$ cat src/hdl/tile_accel_settings.svh
`ifndef TILE_ACCEL_SETTINGS_SVH
`define TILE_ACCEL_SETTINGS_SVH

// Job dimensions and bus widths
`define TILE_DIM_W      8
`define TILE_ADDR_W     32
`define TILE_DATA_W     32

// Output tile geometry and spacing in bytes
`define TILE_ROWS       4
`define TILE_COLS       8
`define TILE_STRIDE     64

// Command buffer depth, also the initial credit count
`define TILE_FIFO_DEPTH 4

// Register word address width
`define TILE_REG_AW     3

`endif

$ cat src/hdl/tile_bus_pkg.sv
`include "tile_accel_settings.svh"

package tile_bus_pkg;

  typedef logic [`TILE_REG_AW-1:0] reg_addr_t;
  typedef logic [`TILE_DATA_W-1:0] data_t;

  // Request side, wen high means read
  typedef struct packed {
    logic      req;
    logic      wen;
    reg_addr_t addr;
    data_t     wdata;
  } periph_req_t;

  typedef struct packed {
    logic  gnt;
    logic  r_valid;
    data_t r_data;
  } periph_rsp_t;

  // Register map, word offsets
  localparam reg_addr_t REG_TRIGGER    = reg_addr_t'(0);
  localparam reg_addr_t REG_STATUS     = reg_addr_t'(1);
  localparam reg_addr_t REG_M          = reg_addr_t'(2);
  localparam reg_addr_t REG_N          = reg_addr_t'(3);
  localparam reg_addr_t REG_K          = reg_addr_t'(4);
  localparam reg_addr_t REG_BASE       = reg_addr_t'(5);
  localparam reg_addr_t REG_TILE_COUNT = reg_addr_t'(6);
  localparam reg_addr_t REG_SOFT_CLEAR = reg_addr_t'(7);

endpackage

$ cat src/hdl/tile_job_pkg.sv
`include "tile_accel_settings.svh"

package tile_job_pkg;

  typedef logic [`TILE_DIM_W-1:0]  dim_t;
  typedef logic [`TILE_ADDR_W-1:0] addr_t;
  typedef logic [`TILE_DIM_W-1:0]  tile_idx_t;

  // Holds 0 up to TILE_FIFO_DEPTH inclusive
  typedef logic [$clog2(`TILE_FIFO_DEPTH):0] credit_t;

  typedef struct packed {
    dim_t  m;
    dim_t  n;
    dim_t  k;
    addr_t base;
  } job_cfg_t;

  typedef struct packed {
    tile_idx_t row;
    tile_idx_t col;
    addr_t     addr;
    dim_t      k;
    logic      last;
  } tile_cmd_t;

  typedef struct packed {
    tile_idx_t row;
    tile_idx_t col;
    addr_t     addr;
  } tile_result_t;

  typedef enum logic [2:0] {
    CTRL_LATCH_RST,
    CTRL_IDLE,
    CTRL_STARTING,
    CTRL_RUNNING,
    CTRL_FINISHED
  } ctrl_state_e;

endpackage

$ cat src/hdl/tile_regfile.sv
`timescale 1ns/10ps

module tile_regfile (
  input  logic                      clk_i,
  input  logic                      rst_ni,
  input  tile_bus_pkg::periph_req_t periph_req_i,
  output tile_bus_pkg::periph_rsp_t periph_rsp_o,
  input  logic                      busy_i,
  input  logic                      clear_i,
  input  logic                      setback_i,
  input  logic                      tile_done_i,
  output tile_job_pkg::job_cfg_t    cfg_o,
  output logic                      start_req_o,
  output logic                      soft_clear_o
);
  import tile_bus_pkg::*;
  import tile_job_pkg::*;

  job_cfg_t cfg_q;
  data_t    tile_cnt_q;
  data_t    rdata_d;
  data_t    rdata_q;
  logic     rvalid_q;
  logic     start_q;
  logic     wr_en;
  logic     rd_en;

  assign wr_en = periph_req_i.req & ~periph_req_i.wen;
  assign rd_en = periph_req_i.req & periph_req_i.wen;

  // Job registers, status and count are read only
  always_ff @(posedge clk_i or negedge rst_ni) begin
    if (!rst_ni) begin
      cfg_q <= '0;
    end else if (wr_en) begin
      case (periph_req_i.addr)
        REG_M:    cfg_q.m    <= dim_t'(periph_req_i.wdata);
        REG_N:    cfg_q.n    <= dim_t'(periph_req_i.wdata);
        REG_K:    cfg_q.k    <= dim_t'(periph_req_i.wdata);
        REG_BASE: cfg_q.base <= addr_t'(periph_req_i.wdata);
        default: ;
      endcase
    end
  end

  // Start latch, held until the controller takes the job
  always_ff @(posedge clk_i or negedge rst_ni) begin
    if (!rst_ni) begin
      start_q <= 1'b0;
    end else if (clear_i || setback_i) begin
      start_q <= 1'b0;
    end else if (wr_en && periph_req_i.addr == REG_TRIGGER) begin
      start_q <= 1'b1;
    end
  end

  always_ff @(posedge clk_i or negedge rst_ni) begin
    if (!rst_ni) begin
      tile_cnt_q <= '0;
    end else if (setback_i) begin
      tile_cnt_q <= '0;
    end else if (tile_done_i) begin
      tile_cnt_q <= tile_cnt_q + data_t'(1);
    end
  end

  always_comb begin
    rdata_d = '0;
    case (periph_req_i.addr)
      REG_STATUS:     rdata_d[0] = busy_i;
      REG_M:          rdata_d    = data_t'(cfg_q.m);
      REG_N:          rdata_d    = data_t'(cfg_q.n);
      REG_K:          rdata_d    = data_t'(cfg_q.k);
      REG_BASE:       rdata_d    = data_t'(cfg_q.base);
      REG_TILE_COUNT: rdata_d    = tile_cnt_q;
      default: ;
    endcase
  end

  always_ff @(posedge clk_i or negedge rst_ni) begin
    if (!rst_ni) begin
      rvalid_q <= 1'b0;
    end else begin
      rvalid_q <= rd_en;
    end
  end

  always_ff @(posedge clk_i) begin
    if (rd_en) begin
      rdata_q <= rdata_d;
    end
  end

  // Every request is granted at once
  assign periph_rsp_o.gnt     = periph_req_i.req;
  assign periph_rsp_o.r_valid = rvalid_q;
  assign periph_rsp_o.r_data  = rdata_q;

  assign cfg_o        = cfg_q;
  assign start_req_o  = start_q;
  assign soft_clear_o = wr_en && (periph_req_i.addr == REG_SOFT_CLEAR);

  a_rvalid_after_read : assert property (@(posedge clk_i) disable iff (!rst_ni)
    periph_rsp_o.r_valid |-> $past(periph_req_i.req && periph_req_i.wen && periph_rsp_o.gnt));

endmodule

$ cat src/hdl/tile_ctrl_fsm.sv
`timescale 1ns/10ps

module tile_ctrl_fsm (
  input  logic                   clk_i,
  input  logic                   rst_ni,
  input  tile_job_pkg::job_cfg_t cfg_i,
  input  logic                   start_req_i,
  input  logic                   soft_clear_i,
  input  logic                   last_done_i,
  output logic                   gen_start_o,
  output logic                   setback_o,
  output logic                   clear_o,
  output logic                   busy_o,
  output logic                   evt_o
);
  import tile_job_pkg::*;

  ctrl_state_e state_q;
  ctrl_state_e state_d;
  logic        empty_job;

  // No tile to compute when either output dimension is zero
  assign empty_job = (cfg_i.m == '0) || (cfg_i.n == '0);

  always_ff @(posedge clk_i or negedge rst_ni) begin
    if (!rst_ni) begin
      state_q <= CTRL_LATCH_RST;
    end else if (soft_clear_i) begin
      state_q <= CTRL_IDLE;
    end else begin
      state_q <= state_d;
    end
  end

  always_comb begin
    state_d = state_q;
    case (state_q)
      CTRL_LATCH_RST: begin
        state_d = CTRL_IDLE;
      end
      CTRL_IDLE: begin
        if (start_req_i) begin
          state_d = empty_job ? CTRL_FINISHED : CTRL_STARTING;
        end
      end
      CTRL_STARTING: begin
        state_d = CTRL_RUNNING;
      end
      CTRL_RUNNING: begin
        if (last_done_i) begin
          state_d = CTRL_FINISHED;
        end
      end
      CTRL_FINISHED: begin
        state_d = CTRL_IDLE;
      end
      default: begin
        state_d = CTRL_IDLE;
      end
    endcase
  end

  // Taking the job drops the start latch, empty jobs included
  assign setback_o   = (state_q == CTRL_IDLE) && start_req_i;
  assign gen_start_o = (state_q == CTRL_STARTING);
  assign busy_o      = (state_q == CTRL_STARTING) || (state_q == CTRL_RUNNING);
  assign evt_o       = (state_q == CTRL_FINISHED);
  assign clear_o     = soft_clear_i || (state_q == CTRL_LATCH_RST);

  a_evt_not_busy : assert property (@(posedge clk_i) disable iff (!rst_ni)
    evt_o |-> !busy_o ##1 !evt_o);

endmodule

$ cat src/hdl/tile_cmd_gen.sv
`timescale 1ns/10ps
`include "tile_accel_settings.svh"

module tile_cmd_gen (
  input  logic                    clk_i,
  input  logic                    rst_ni,
  input  logic                    clear_i,
  input  logic                    gen_start_i,
  input  tile_job_pkg::job_cfg_t  cfg_i,
  input  logic                    credit_i,
  output logic                    cmd_valid_o,
  output tile_job_pkg::tile_cmd_t cmd_o
);
  import tile_job_pkg::*;

  logic      active_q;
  tile_idx_t row_q;
  tile_idx_t col_q;
  tile_idx_t rows_total_q;
  tile_idx_t cols_total_q;
  dim_t      k_q;
  addr_t     base_q;
  credit_t   credit_q;
  addr_t     tile_lin;
  logic      last_col;
  logic      last_row;
  logic      issue;

  // Grid size is latched together with the job
  always_ff @(posedge clk_i) begin
    if (gen_start_i) begin
      rows_total_q <= tile_idx_t'((int'(cfg_i.m) + `TILE_ROWS - 1) / `TILE_ROWS);
      cols_total_q <= tile_idx_t'((int'(cfg_i.n) + `TILE_COLS - 1) / `TILE_COLS);
      k_q          <= cfg_i.k;
      base_q       <= cfg_i.base;
    end
  end

  assign last_col = (col_q == cols_total_q - tile_idx_t'(1));
  assign last_row = (row_q == rows_total_q - tile_idx_t'(1));
  assign issue    = cmd_valid_o;

  // Rows outer, columns inner
  always_ff @(posedge clk_i or negedge rst_ni) begin
    if (!rst_ni) begin
      active_q <= 1'b0;
      row_q    <= '0;
      col_q    <= '0;
    end else if (clear_i) begin
      active_q <= 1'b0;
    end else if (gen_start_i) begin
      active_q <= 1'b1;
      row_q    <= '0;
      col_q    <= '0;
    end else if (issue) begin
      if (last_col) begin
        col_q <= '0;
        if (last_row) begin
          active_q <= 1'b0;
        end else begin
          row_q <= row_q + tile_idx_t'(1);
        end
      end else begin
        col_q <= col_q + tile_idx_t'(1);
      end
    end
  end

  always_ff @(posedge clk_i or negedge rst_ni) begin
    if (!rst_ni) begin
      credit_q <= credit_t'(`TILE_FIFO_DEPTH);
    end else if (clear_i) begin
      credit_q <= credit_t'(`TILE_FIFO_DEPTH);
    end else begin
      credit_q <= credit_q - credit_t'(issue) + credit_t'(credit_i);
    end
  end

  assign tile_lin = addr_t'(row_q) * addr_t'(cols_total_q) + addr_t'(col_q);

  // Command held steady while out of credits
  assign cmd_valid_o = active_q && (credit_q != '0);
  assign cmd_o.row   = row_q;
  assign cmd_o.col   = col_q;
  assign cmd_o.addr  = base_q + tile_lin * addr_t'(`TILE_STRIDE);
  assign cmd_o.k     = k_q;
  assign cmd_o.last  = last_row && last_col;

  a_credit_bound : assert property (@(posedge clk_i) disable iff (!rst_ni)
    credit_q <= credit_t'(`TILE_FIFO_DEPTH));

endmodule

$ cat src/hdl/tile_cmd_fifo.sv
`timescale 1ns/10ps
`include "tile_accel_settings.svh"

module tile_cmd_fifo (
  input  logic                    clk_i,
  input  logic                    rst_ni,
  input  logic                    clear_i,
  input  logic                    wr_valid_i,
  input  tile_job_pkg::tile_cmd_t wr_cmd_i,
  output logic                    wr_credit_o,
  input  logic                    rd_credit_i,
  output logic                    rd_valid_o,
  output tile_job_pkg::tile_cmd_t rd_cmd_o
);
  import tile_job_pkg::*;

  localparam int unsigned PtrW = $clog2(`TILE_FIFO_DEPTH);

  tile_cmd_t       mem_q [`TILE_FIFO_DEPTH];
  logic [PtrW-1:0] wr_ptr_q;
  logic [PtrW-1:0] rd_ptr_q;
  credit_t         count_q;
  logic            credit_q;

  always_ff @(posedge clk_i) begin
    if (wr_valid_i) begin
      mem_q[wr_ptr_q] <= wr_cmd_i;
    end
  end

  // Engine credit pulse retires the head entry
  always_ff @(posedge clk_i or negedge rst_ni) begin
    if (!rst_ni) begin
      wr_ptr_q <= '0;
      rd_ptr_q <= '0;
      count_q  <= '0;
      credit_q <= 1'b0;
    end else if (clear_i) begin
      wr_ptr_q <= '0;
      rd_ptr_q <= '0;
      count_q  <= '0;
      credit_q <= 1'b0;
    end else begin
      if (wr_valid_i) begin
        wr_ptr_q <= (wr_ptr_q == PtrW'(`TILE_FIFO_DEPTH - 1)) ? '0 : wr_ptr_q + 1'b1;
      end
      if (rd_credit_i) begin
        rd_ptr_q <= (rd_ptr_q == PtrW'(`TILE_FIFO_DEPTH - 1)) ? '0 : rd_ptr_q + 1'b1;
      end
      count_q  <= count_q + credit_t'(wr_valid_i) - credit_t'(rd_credit_i);
      credit_q <= rd_credit_i;
    end
  end

  assign wr_credit_o = credit_q;
  assign rd_valid_o  = (count_q != '0);
  assign rd_cmd_o    = mem_q[rd_ptr_q];

  a_no_write_full : assert property (@(posedge clk_i) disable iff (!rst_ni)
    wr_valid_i |-> count_q < credit_t'(`TILE_FIFO_DEPTH));

  a_no_pop_empty : assert property (@(posedge clk_i) disable iff (!rst_ni)
    rd_credit_i |-> count_q != '0);

endmodule

$ cat src/hdl/tile_engine.sv
`timescale 1ns/10ps

module tile_engine (
  input  logic                       clk_i,
  input  logic                       rst_ni,
  input  logic                       clear_i,
  input  logic                       stall_i,
  input  logic                       cmd_valid_i,
  input  tile_job_pkg::tile_cmd_t    cmd_i,
  output logic                       credit_o,
  output logic                       result_valid_o,
  output tile_job_pkg::tile_result_t result_o,
  output logic                       last_done_o
);
  import tile_job_pkg::*;

  logic      busy_q;
  dim_t      cnt_q;
  tile_cmd_t cmd_q;
  logic      load;
  logic      done;

  assign load = !busy_q && cmd_valid_i && !stall_i;
  // Final cycle of the tile
  assign done = busy_q && !stall_i && (cnt_q == dim_t'(1));

  always_ff @(posedge clk_i or negedge rst_ni) begin
    if (!rst_ni) begin
      busy_q <= 1'b0;
      cnt_q  <= '0;
    end else if (clear_i) begin
      busy_q <= 1'b0;
    end else if (load) begin
      busy_q <= 1'b1;
      cnt_q  <= (cmd_i.k == '0) ? dim_t'(1) : cmd_i.k;
    end else if (busy_q && !stall_i) begin
      if (done) begin
        busy_q <= 1'b0;
      end else begin
        cnt_q <= cnt_q - dim_t'(1);
      end
    end
  end

  always_ff @(posedge clk_i) begin
    if (load) begin
      cmd_q <= cmd_i;
    end
  end

  assign result_valid_o = done;
  assign credit_o       = done;
  assign last_done_o    = done && cmd_q.last;
  assign result_o.row   = cmd_q.row;
  assign result_o.col   = cmd_q.col;
  assign result_o.addr  = cmd_q.addr;

endmodule

$ cat src/hdl/tile_accel_top.sv
`timescale 1ns/10ps

module tile_accel_top (
  input  logic                       clk_i,
  input  logic                       rst_ni,
  input  tile_bus_pkg::periph_req_t  periph_req_i,
  output tile_bus_pkg::periph_rsp_t  periph_rsp_o,
  input  logic                       stall_i,
  output tile_job_pkg::tile_result_t result_o,
  output logic                       result_valid_o,
  output logic                       busy_o,
  output logic                       evt_o
);
  import tile_job_pkg::*;

  job_cfg_t  cfg;
  logic      start_req;
  logic      soft_clear;
  logic      setback;
  logic      clear;
  logic      gen_start;
  logic      last_done;
  logic      gen_valid;
  logic      gen_credit;
  tile_cmd_t gen_cmd;
  logic      eng_valid;
  logic      eng_credit;
  tile_cmd_t eng_cmd;

  tile_regfile i_regfile (
    .clk_i        ( clk_i          ),
    .rst_ni       ( rst_ni         ),
    .periph_req_i ( periph_req_i   ),
    .periph_rsp_o ( periph_rsp_o   ),
    .busy_i       ( busy_o         ),
    .clear_i      ( clear          ),
    .setback_i    ( setback        ),
    .tile_done_i  ( result_valid_o ),
    .cfg_o        ( cfg            ),
    .start_req_o  ( start_req      ),
    .soft_clear_o ( soft_clear     )
  );

  tile_ctrl_fsm i_ctrl_fsm (
    .clk_i        ( clk_i      ),
    .rst_ni       ( rst_ni     ),
    .cfg_i        ( cfg        ),
    .start_req_i  ( start_req  ),
    .soft_clear_i ( soft_clear ),
    .last_done_i  ( last_done  ),
    .gen_start_o  ( gen_start  ),
    .setback_o    ( setback    ),
    .clear_o      ( clear      ),
    .busy_o       ( busy_o     ),
    .evt_o        ( evt_o      )
  );

  tile_cmd_gen i_cmd_gen (
    .clk_i       ( clk_i      ),
    .rst_ni      ( rst_ni     ),
    .clear_i     ( clear      ),
    .gen_start_i ( gen_start  ),
    .cfg_i       ( cfg        ),
    .credit_i    ( gen_credit ),
    .cmd_valid_o ( gen_valid  ),
    .cmd_o       ( gen_cmd    )
  );

  tile_cmd_fifo i_cmd_fifo (
    .clk_i       ( clk_i      ),
    .rst_ni      ( rst_ni     ),
    .clear_i     ( clear      ),
    .wr_valid_i  ( gen_valid  ),
    .wr_cmd_i    ( gen_cmd    ),
    .wr_credit_o ( gen_credit ),
    .rd_credit_i ( eng_credit ),
    .rd_valid_o  ( eng_valid  ),
    .rd_cmd_o    ( eng_cmd    )
  );

  tile_engine i_engine (
    .clk_i          ( clk_i          ),
    .rst_ni         ( rst_ni         ),
    .clear_i        ( clear          ),
    .stall_i        ( stall_i        ),
    .cmd_valid_i    ( eng_valid      ),
    .cmd_i          ( eng_cmd        ),
    .credit_o       ( eng_credit     ),
    .result_valid_o ( result_valid_o ),
    .result_o       ( result_o       ),
    .last_done_o    ( last_done      )
  );

endmodule

$ cat config.mk
export PLATFORM = sky130hd
export DESIGN_NAME = tile_accel_top
export DESIGN_NICKNAME = d
export VERILOG_FILES = /design/src/hdl/tile_bus_pkg.sv /design/src/hdl/tile_job_pkg.sv /design/src/hdl/tile_regfile.sv /design/src/hdl/tile_ctrl_fsm.sv /design/src/hdl/tile_cmd_gen.sv /design/src/hdl/tile_cmd_fifo.sv /design/src/hdl/tile_engine.sv /design/src/hdl/tile_accel_top.sv
export VERILOG_INCLUDE_DIRS = /design/src /design/src/hdl
export SDC_FILE = /design/constraint.sdc
export NUM_CORES = 1
export LEC_CHECK = 0
export BUFFER_PORTS_ARGS = -buffer_cell sky130_fd_sc_hd__buf_4
export CORE_AREA = 5 5 328 169
export CTS_CLUSTER_SIZE = 16
export DETAILED_ROUTE_END_ITERATION = 6
export DIE_AREA = 0 0 333 174
export SYNTH_ARGS = -nofsm -noshare
export SYNTH_HDL_FRONTEND = slang
export SYNTH_HIERARCHICAL = 1
export SYNTH_SLANG_ARGS = --single-unit
$ cat constraint.sdc
create_clock -name clk_i -period 7.65 [get_ports clk_i]
set_input_delay 1.1475 -clock clk_i [delete_from_list [all_inputs] [get_ports clk_i]]
set_output_delay 1.1475 -clock clk_i [all_outputs]
set_load 0.03 [all_outputs]
==> flow_summary.ini, run 1 <==
[global_routing]
use_met2_pct = 27.0
grt_pass1_vias = 13800
grt_pass1_wl_um = 85100
grt.busiest_layer = met1
grt_antenna_before_repair = 0
grt_use_met3_pct = 4.07
track_usage_pct = 18.9
overflow = 0
grt_start_max_net_pins = 72
met1_usage_pct = 30.3

[logic_synthesis]
yosysSeqAreaShare_pct = 60.6
synth.avg_cell_area_um2 = 14.2
synth_edf_count = 362
ys_warn_count = 6
synth_fp_nets = 1786
syn_inst = 1644
async_flop_share_pct = 26.4
synth.distinct_cells = 86
synth_ff_type = edfxtp_1
ys_seq_elements = 492
synth.cell_area_mm2 = 0.0233

[pwr]
net-switching-power_w = 0.00405
power_density_mw_per_mm2 = 425
p_seq_share_pct = 40.7
ir_worst_vdd_mv = 0.357
p_clk_share_pct = 20.8
switching_share_pct = 36.6
p_leak_nw = 9.70
p_int_w = 0.00700
combPwrFrac_pct = 38.5

[die]
core_mm2 = 0.0527
die_w_um = 333
rows = 60
die_area_mm2 = 0.0579
ios = 125
die_h_um = 174
initial_core_util_pct = 44.3

[clock_network]
path_clk_slew_ps = 70
cts_tree = built
root_buffer = clkbuf_16
postCtsResizedCells = 0
cts_buffers = 45
cts.sinks = 492
postCtsHoldBufs = 0
postCtsSetupBuffers = 0
insertion_delay_ps = 580
clockBufferDepth = 3
h-tree-depth = 2

[setup_path]
required_ps = 7940
cpLargestDelayFamily = adder cells
worstPathArrival_ps = 6670
timing.rr.start = i_cmd_gen/row_q[6]
slowest_delay_ps = 740
critPathKind = reg2reg
path_max_fanout = 20
reg2reg_to = i_cmd_fifo/mem_q[3][39]
critPathSlowestCell = dfrtp_1
cp.buffers_inverters = 5
rrSetupSlack_ps = 1270
crit_chain = nand2_1 -> fa_1 -> inv_1 -> fa_1 -> inv_1 -> fa_1 -> fa_1 -> inv_1 -> ha_1 -> o21ai_0 -> a21boi_0 -> o21ai_0 -> a21oi_1 -> or4_1 -> nand3_1 -> ha_1 -> inv_1 -> nor2_1 -> o21ai_0 -> buf_4 -> nor4_1 -> a2111oi_0 -> nand3_1
reg2reg_depth = 23
cp-end-kind = flop
startpoint_type = flop

[routing]
vias = 13800
first_pass_iters = 6
routed_via_density = 5.61
drtIter0Drc = 1247
drc_errors = 0
drt-total-wl_um = 55300
antenna_left = 0
route.detailed.wl_per_inst_um = 22.6

[sta]
worstMarginPinSlew_ps = 1190
maxSlewViolCount = 0
finalSetupViolCount = 0
fin_crit_ps = 6380
max_freq_ghz = 0.157
slew_headroom_pct = 20.8
finalCritPeriodShare_pct = 83.4
finalHoldViolations = 0
hold_ws_ps = 470
fin_skew_ps = 16.8
rsz0062_at_grt = false
fin_setup_tns_ps = 0

[worst_hold_path]
holdCritStartpoint = i_regfile/cfg_o[35]
hp-class = reg2reg
min_path_cells = 0
hold_end = i_cmd_gen/k_q[3]

[layout]
final_net_count = 1845
drive_gt1_share_pct = 20.8
areaGrowthSynthToFinish_pct = 11.4
fillers = 4567

[placed_design]
routabilityCongestion = 0.818
hpwl_um = 37300
portBuffers = 124

[flow_run]
maxCapViolations = 0

[outcome]
status = finished, final reports clean
[cells in the final DEF, fill, tap and decap left out, types with 8 or more instances in the layout]
cell type,Yosys,final
a22o_1,25,25
o21ai_0,27,27
xnor2_1,39,39
nand3_1,35,35
mux4_2,57,57
or3_1,11,11
mux2_2,59,59
nor4_1,19,19
dfrtp_1,129,127
edfxtp_1,362,362
or4_1,16,16
nand2_1,66,66
nor2b_1,16,14
nand4_1,24,24
ha_1,66,66
clkbuf_1,44,11
and3_1,15,15
a31oi_1,8,8
clkbuf_16,0,45
nand2b_1,9,9
o31ai_1,15,15
fa_1,36,36
mux2i_1,18,18
nor2_1,75,74
xor2_1,28,28
a21oi_1,58,58
nor3_1,32,32
clkinv_2,0,9
a21o_1,8,8
buf_4,61,140
inv_1,100,100
and2_1,40,35
[state kept, by name, summed over array words and instances, names as in the netlist, 6 cells and up]
| name | count |
|---|---|
| i_cmd_fifo/mem_q | 228 |
| i_cmd_gen/rows_total_q | 7 |
| i_cmd_gen/k_q | 8 |
| i_cmd_gen/col_q | 8 |
| i_cmd_gen/cols_total_q | 6 |
| i_cmd_gen/base_q | 32 |
| i_cmd_gen/row_q | 8 |
| i_regfile/tile_cnt_q | 32 |
| i_engine/cnt_q | 8 |
| i_engine/result_o | 48 |
| i_regfile/cfg_o | 56 |
| i_regfile/rdata_q | 32 |
[through the flow]
step           util [%]  cells  power, W  instance area [µm²]  setup slack, ps
2_1_floorplan         -   1644   0.00751                23300             1500
3_3_place_gp       46.5   2369   0.00865                24500             1410
3_5_place_dp       46.5   2369   0.00878                24500             1310
4_1_cts            49.3   2453    0.0111                26000             1280
5_1_grt            49.3   2453    0.0118                26000              652
6_report           49.3   2454    0.0110                26000             1270
[kinds of logic (layout without fill, tap and decap cells)]
kind of cell	Yosys count	in the layout	share of synthesized area, %
AO/OA/AOI/OAI	211	211	6.24
XOR/XNOR	68	68	2.61
adder cells (fa/ha/maj)	102	102	6.63
buffers and inverters	231	327	5.10
flip-flops	492	492	60.6
multiplexers	137	137	9.30
other	0	1	0
AND/OR/NAND/NOR	403	403	9.56
[Yosys cell counts (all sizes together) (33+ instances only)]
| cell type | instances | area (µm²) |
|---|---|---|
| nor3 | 33 | 176 |
| edfxtp | 362 | 10900 |
| clkbuf | 45 | 170 |
| and2 | 41 | 258 |
| nand2 | 66 | 248 |
| mux4 | 57 | 1280 |
| dfrtp | 129 | 3230 |
| nand3 | 36 | 185 |
| xnor2 | 39 | 342 |
| mux2 | 62 | 706 |
| a21oi | 59 | 299 |
| fa | 36 | 721 |
| nor2 | 75 | 282 |
| inv | 101 | 379 |
| ha | 66 | 826 |
| buf | 84 | 636 |
[power groups by stage]
stage | clock network (W) | logic (W) | registers (W)
2_1_floorplan | 0 | 0.00315 | 0.00435
3_3_place_gp | 0 | 0.00413 | 0.00452
3_5_place_dp | 0 | 0.00423 | 0.00455
4_1_cts | 0.00236 | 0.00425 | 0.00450
5_1_grt | 0.00248 | 0.00472 | 0.00457
6_report | 0.00230 | 0.00425 | 0.00449
[metal layers]
metal  share of wire, %  wire length, µm
met1                 50            27900
met4                1.5              843
met2                 42            23100
met3                6.4             3520
met5                  0                0
[cell type report]
class                   instances  area (µm²)  area share [%]
clock buffers                  57        1180            4.55
flip-flops and latches        492       14100            54.4
clock inverters                27         293            1.13
multi-input cells             921        8040            30.9
repair buffers                141        1060            4.09
well taps                     713         892            3.43
diodes                          1        2.50         0.00963
inverters                     102         383            1.47
[worst max path at each step]
stage,from,to,depth (start not counted)
after global routing,i_cmd_gen/row_q[3],i_cmd_fifo/mem_q[0][36],24
after CTS,i_cmd_gen/row_q[3],i_cmd_fifo/mem_q[1][36],24
final,i_cmd_gen/row_q[6],i_cmd_fifo/mem_q[3][39],23
after global placement,i_cmd_gen/row_q[3],i_cmd_fifo/mem_q[2][36],24
after detailed placement,i_cmd_gen/row_q[3],i_cmd_fifo/mem_q[1][36],24
after floorplan,i_cmd_gen/row_q[6],i_cmd_fifo/mem_q[0][37],25
(Power assumes the default switching activity.)
==> run 2, diff against run 1 <==
- ABC_AREA: unset -> 1
- CORE_AREA: 5 5 328 169 -> 5 5 338 174
- DIE_AREA: 0 0 333 174 -> 0 0 343 179
- clock period: 7.65 -> 5.3 ns (I/O delays scaled with it)
==> run 2 against run 1 <==
Critical path depth rose by 1. Combinational power increased by 9.4%. Global-route usage decreased by 0.20 points. Hold slack got worse by 180 ps. Clock skew up 8.2 ps. Cell count rose by 38%. Critical path type unchanged. Largest cell class unchanged. Highest routed layer unchanged.
==> flow_summary.ini, run 2 <==
[logic_synthesis]
synth_top_area_share_pct = 43.9
synth_edf_count = 362
netlist_top_cells_count = 571 x nand2_1, 415 x inv_1, 362 x edfxtp_1
synth_top_cell_by_area = edfxtp_1
syn_inst = 2453
synth_fp_nets = 2595
synth.distinct_cells = 51
synth_ff_type = edfxtp_1
ys_warn_count = 6
synth.cell_area_mm2 = 0.0248
async_flop_share_pct = 26.4
synth.most_common_cell = nand2_1
synthTopCellsByArea = edfxtp_1 44%, dfrtp_1 13%, nand2_1 8.7%
yosysSeqAreaShare_pct = 57.0
synth.avg_cell_area_um2 = 10.1
ys_seq_elements = 492

[clock_network]
root_buffer = clkbuf_16
postCtsHoldBufs = 0
clockBufferDepth = 3
h-tree-depth = 2
cts.sinks = 492
cts_tree = built
insertion_delay_ps = 570
cts_buffers = 45
path_clk_slew_ps = 70

[setup_path]
cpLargestDelayFamily = adder cells
rrSetupSlack_ps = 60
cp.buffers_inverters = 4
critPathSlowestCell = fa_1
timing.rr.start = i_cmd_gen/cols_total_q[4]
slowest_delay_ps = 560
worstPathArrival_ps = 5540
reg2reg_to = i_cmd_fifo/mem_q[3][40]
cp-end-kind = flop
required_ps = 5590
startpoint_type = flop
reg2reg_depth = 24
critPathKind = reg2reg
crit_chain = nand2_1 -> inv_2 -> fa_2 -> fa_1 -> fa_1 -> inv_2 -> fa_1 -> inv_2 -> ha_4 -> nand2_2 -> nor3_2 -> a21oi_2 -> o21ai_2 -> nand3_2 -> nand3_2 -> nand2_2 -> ha_4 -> nand4_1 -> buf_4 -> nor2_2 -> nor2_2 -> nand3_4 -> nand2_4 -> xnor2_4
path_max_fanout = 5

[layout]
final_area_mm2 = 0.0284
largest_register_ffs = 228
final_cell_mix = 548 x nand2_1, 395 x inv_1, 362 x edfxtp_1, 218 x buf_4, 144 x nor2_1
final_cells = 3393
final_net_count = 2740
regMostFlops = i_cmd_fifo/mem_q
drive_gt1_share_pct = 19.1
areaGrowthSynthToFinish_pct = 14.8
layout.cells.most_common = nand2_1

[placed_design]
hpwl_um = 40300
placed_cells = 3285
routabilityCongestion = 0.873
place_area_mm2 = 0.0263
pre_cts_ws_ps = -192
portBuffers = 124

[sta]
max_freq_ghz = 0.191
worstMarginPinSlew_ps = 1100
slew_headroom_pct = 26.6
maxSlewViolCount = 0
finalSetupViolCount = 0
fin_crit_ps = 5240
rsz0062_at_grt = true
fin_ws_ps = 56.0
finalHoldViolations = 0
fin_skew_ps = 25.1
finalCritPeriodShare_pct = 98.9

[outcome]
status = finished, final reports clean

[global_routing]
grt_pass1_vias = 15800
grt_antenna_before_repair = 1
grt_pass1_wl_um = 89300
track_usage_pct = 18.7
grt_start_max_net_pins = 96
overflow = 0

[die]
die_w_um = 343
die_area_mm2 = 0.0614
initial_core_util_pct = 44.9
rows = 61
core_mm2 = 0.0552
ios = 125
die_h_um = 179

[routing]
first_pass_iters = 5
drtIter0Drc = 1335
routed_via_density = 4.92
drc_errors = 0
vias = 16700
route.detailed.wl_per_inst_um = 17.0
drt-total-wl_um = 57800
antenna_left = 0

[flow_run]
maxCapViolations = 0

[pwr]
ir_worst_vdd_mv = 0.284
power_density_mw_per_mm2 = 480
p_leak_nw = 12.8

[worst_hold_path]
hp-class = in2async
-- run 2: final cells by class --
cell class              instances  area [µm²]
clock inverters                17         106
inverters                     430        1620
well taps                     756         946
flip-flops and latches        492       14100
multi-input cells            1400        8630
fillers                      4891       26700
repair buffers                229        1760
diodes                          2        5.00
clock buffers                  67        1240
-- run 2: metal layers --
layer | share of wire [%] | vias up | track usage [%]
met1 | 49 | 8001 | 28.5
met5 | 0 | - | 0
met2 | 44 | 358 | 29.2
met3 | 5.1 | 48 | 2.65
li1 | - | 8285 | -
met4 | 1.2 | 0 | 3.16
-- run 2: how the worst max path moves through the flow --
stage / startpoint / to / depth (start not counted)
2_1_floorplan: i_cmd_gen/row_q[5] / i_cmd_fifo/mem_q[0][34] / 29
3_3_place_gp: i_cmd_gen/cols_total_q[4] / i_cmd_fifo/mem_q[3][33] / 24
3_5_place_dp: i_cmd_gen/cols_total_q[4] / i_cmd_fifo/mem_q[2][33] / 24
4_1_cts: i_cmd_gen/cols_total_q[4] / i_cmd_fifo/mem_q[1][34] / 28
5_1_grt: i_cmd_gen/cols_total_q[2] / i_cmd_fifo/mem_q[2][34] / 29
6_report: i_cmd_gen/cols_total_q[4] / i_cmd_fifo/mem_q[3][40] / 24
-- run 2: logic make-up after synthesis --
logic type	share of synthesized area [%]
XOR/XNOR	1.49
buffers and inverters	10.5
adder cells (fa/ha/maj)	6.24
AO/OA/AOI/OAI	8.70
flip-flops	57.0
AND/OR/NAND/NOR	16.0
-- run 2: worst register-to-register path: cells and delay by family, from the launching register on --
kind                       cells  cell delay, ps
adders and majority gates      6            2550
and+or+nand+nor               11            1230
DFF                            1             470
buffers and inverters          4             340
AOI/OAI and AO/OA              2             270
xor gates and xnor gates       1             150
-- run 2: what timing repair did --
| item | CTS | global route |
|---|---|---|
| resized for setup | 35 | 111 |
| setup endpoints to repair | 56 | 68 |
| setup buffers | 5 | 17 |
| pin swaps | 19 | 63 |
-- run 2: report_power, final --
| group | leakage (nW) | switching [W] | internal (W) |
|---|---|---|---|
| registers | 5.02 | 0.000443 | 0.00555 |
| clock network | 0.654 | 0.00140 | 0.00163 |
| logic | 7.08 | 0.00310 | 0.00155 |
| total | 12.8 | 0.00494 | 0.00873 |
-- run 2: stage by stage --
step	hold WS (ps)	utilization (%)	TNS (ps)	power, W
after floorplan	425	-	0	0.00902
after global placement	431	47.6	-3210	0.0104
after detailed placement	433	47.6	-5970	0.0105
after CTS	344	50.5	0	0.0136
after global routing	345	51.5	-4900	0.0145
final	292	51.5	0	0.0137
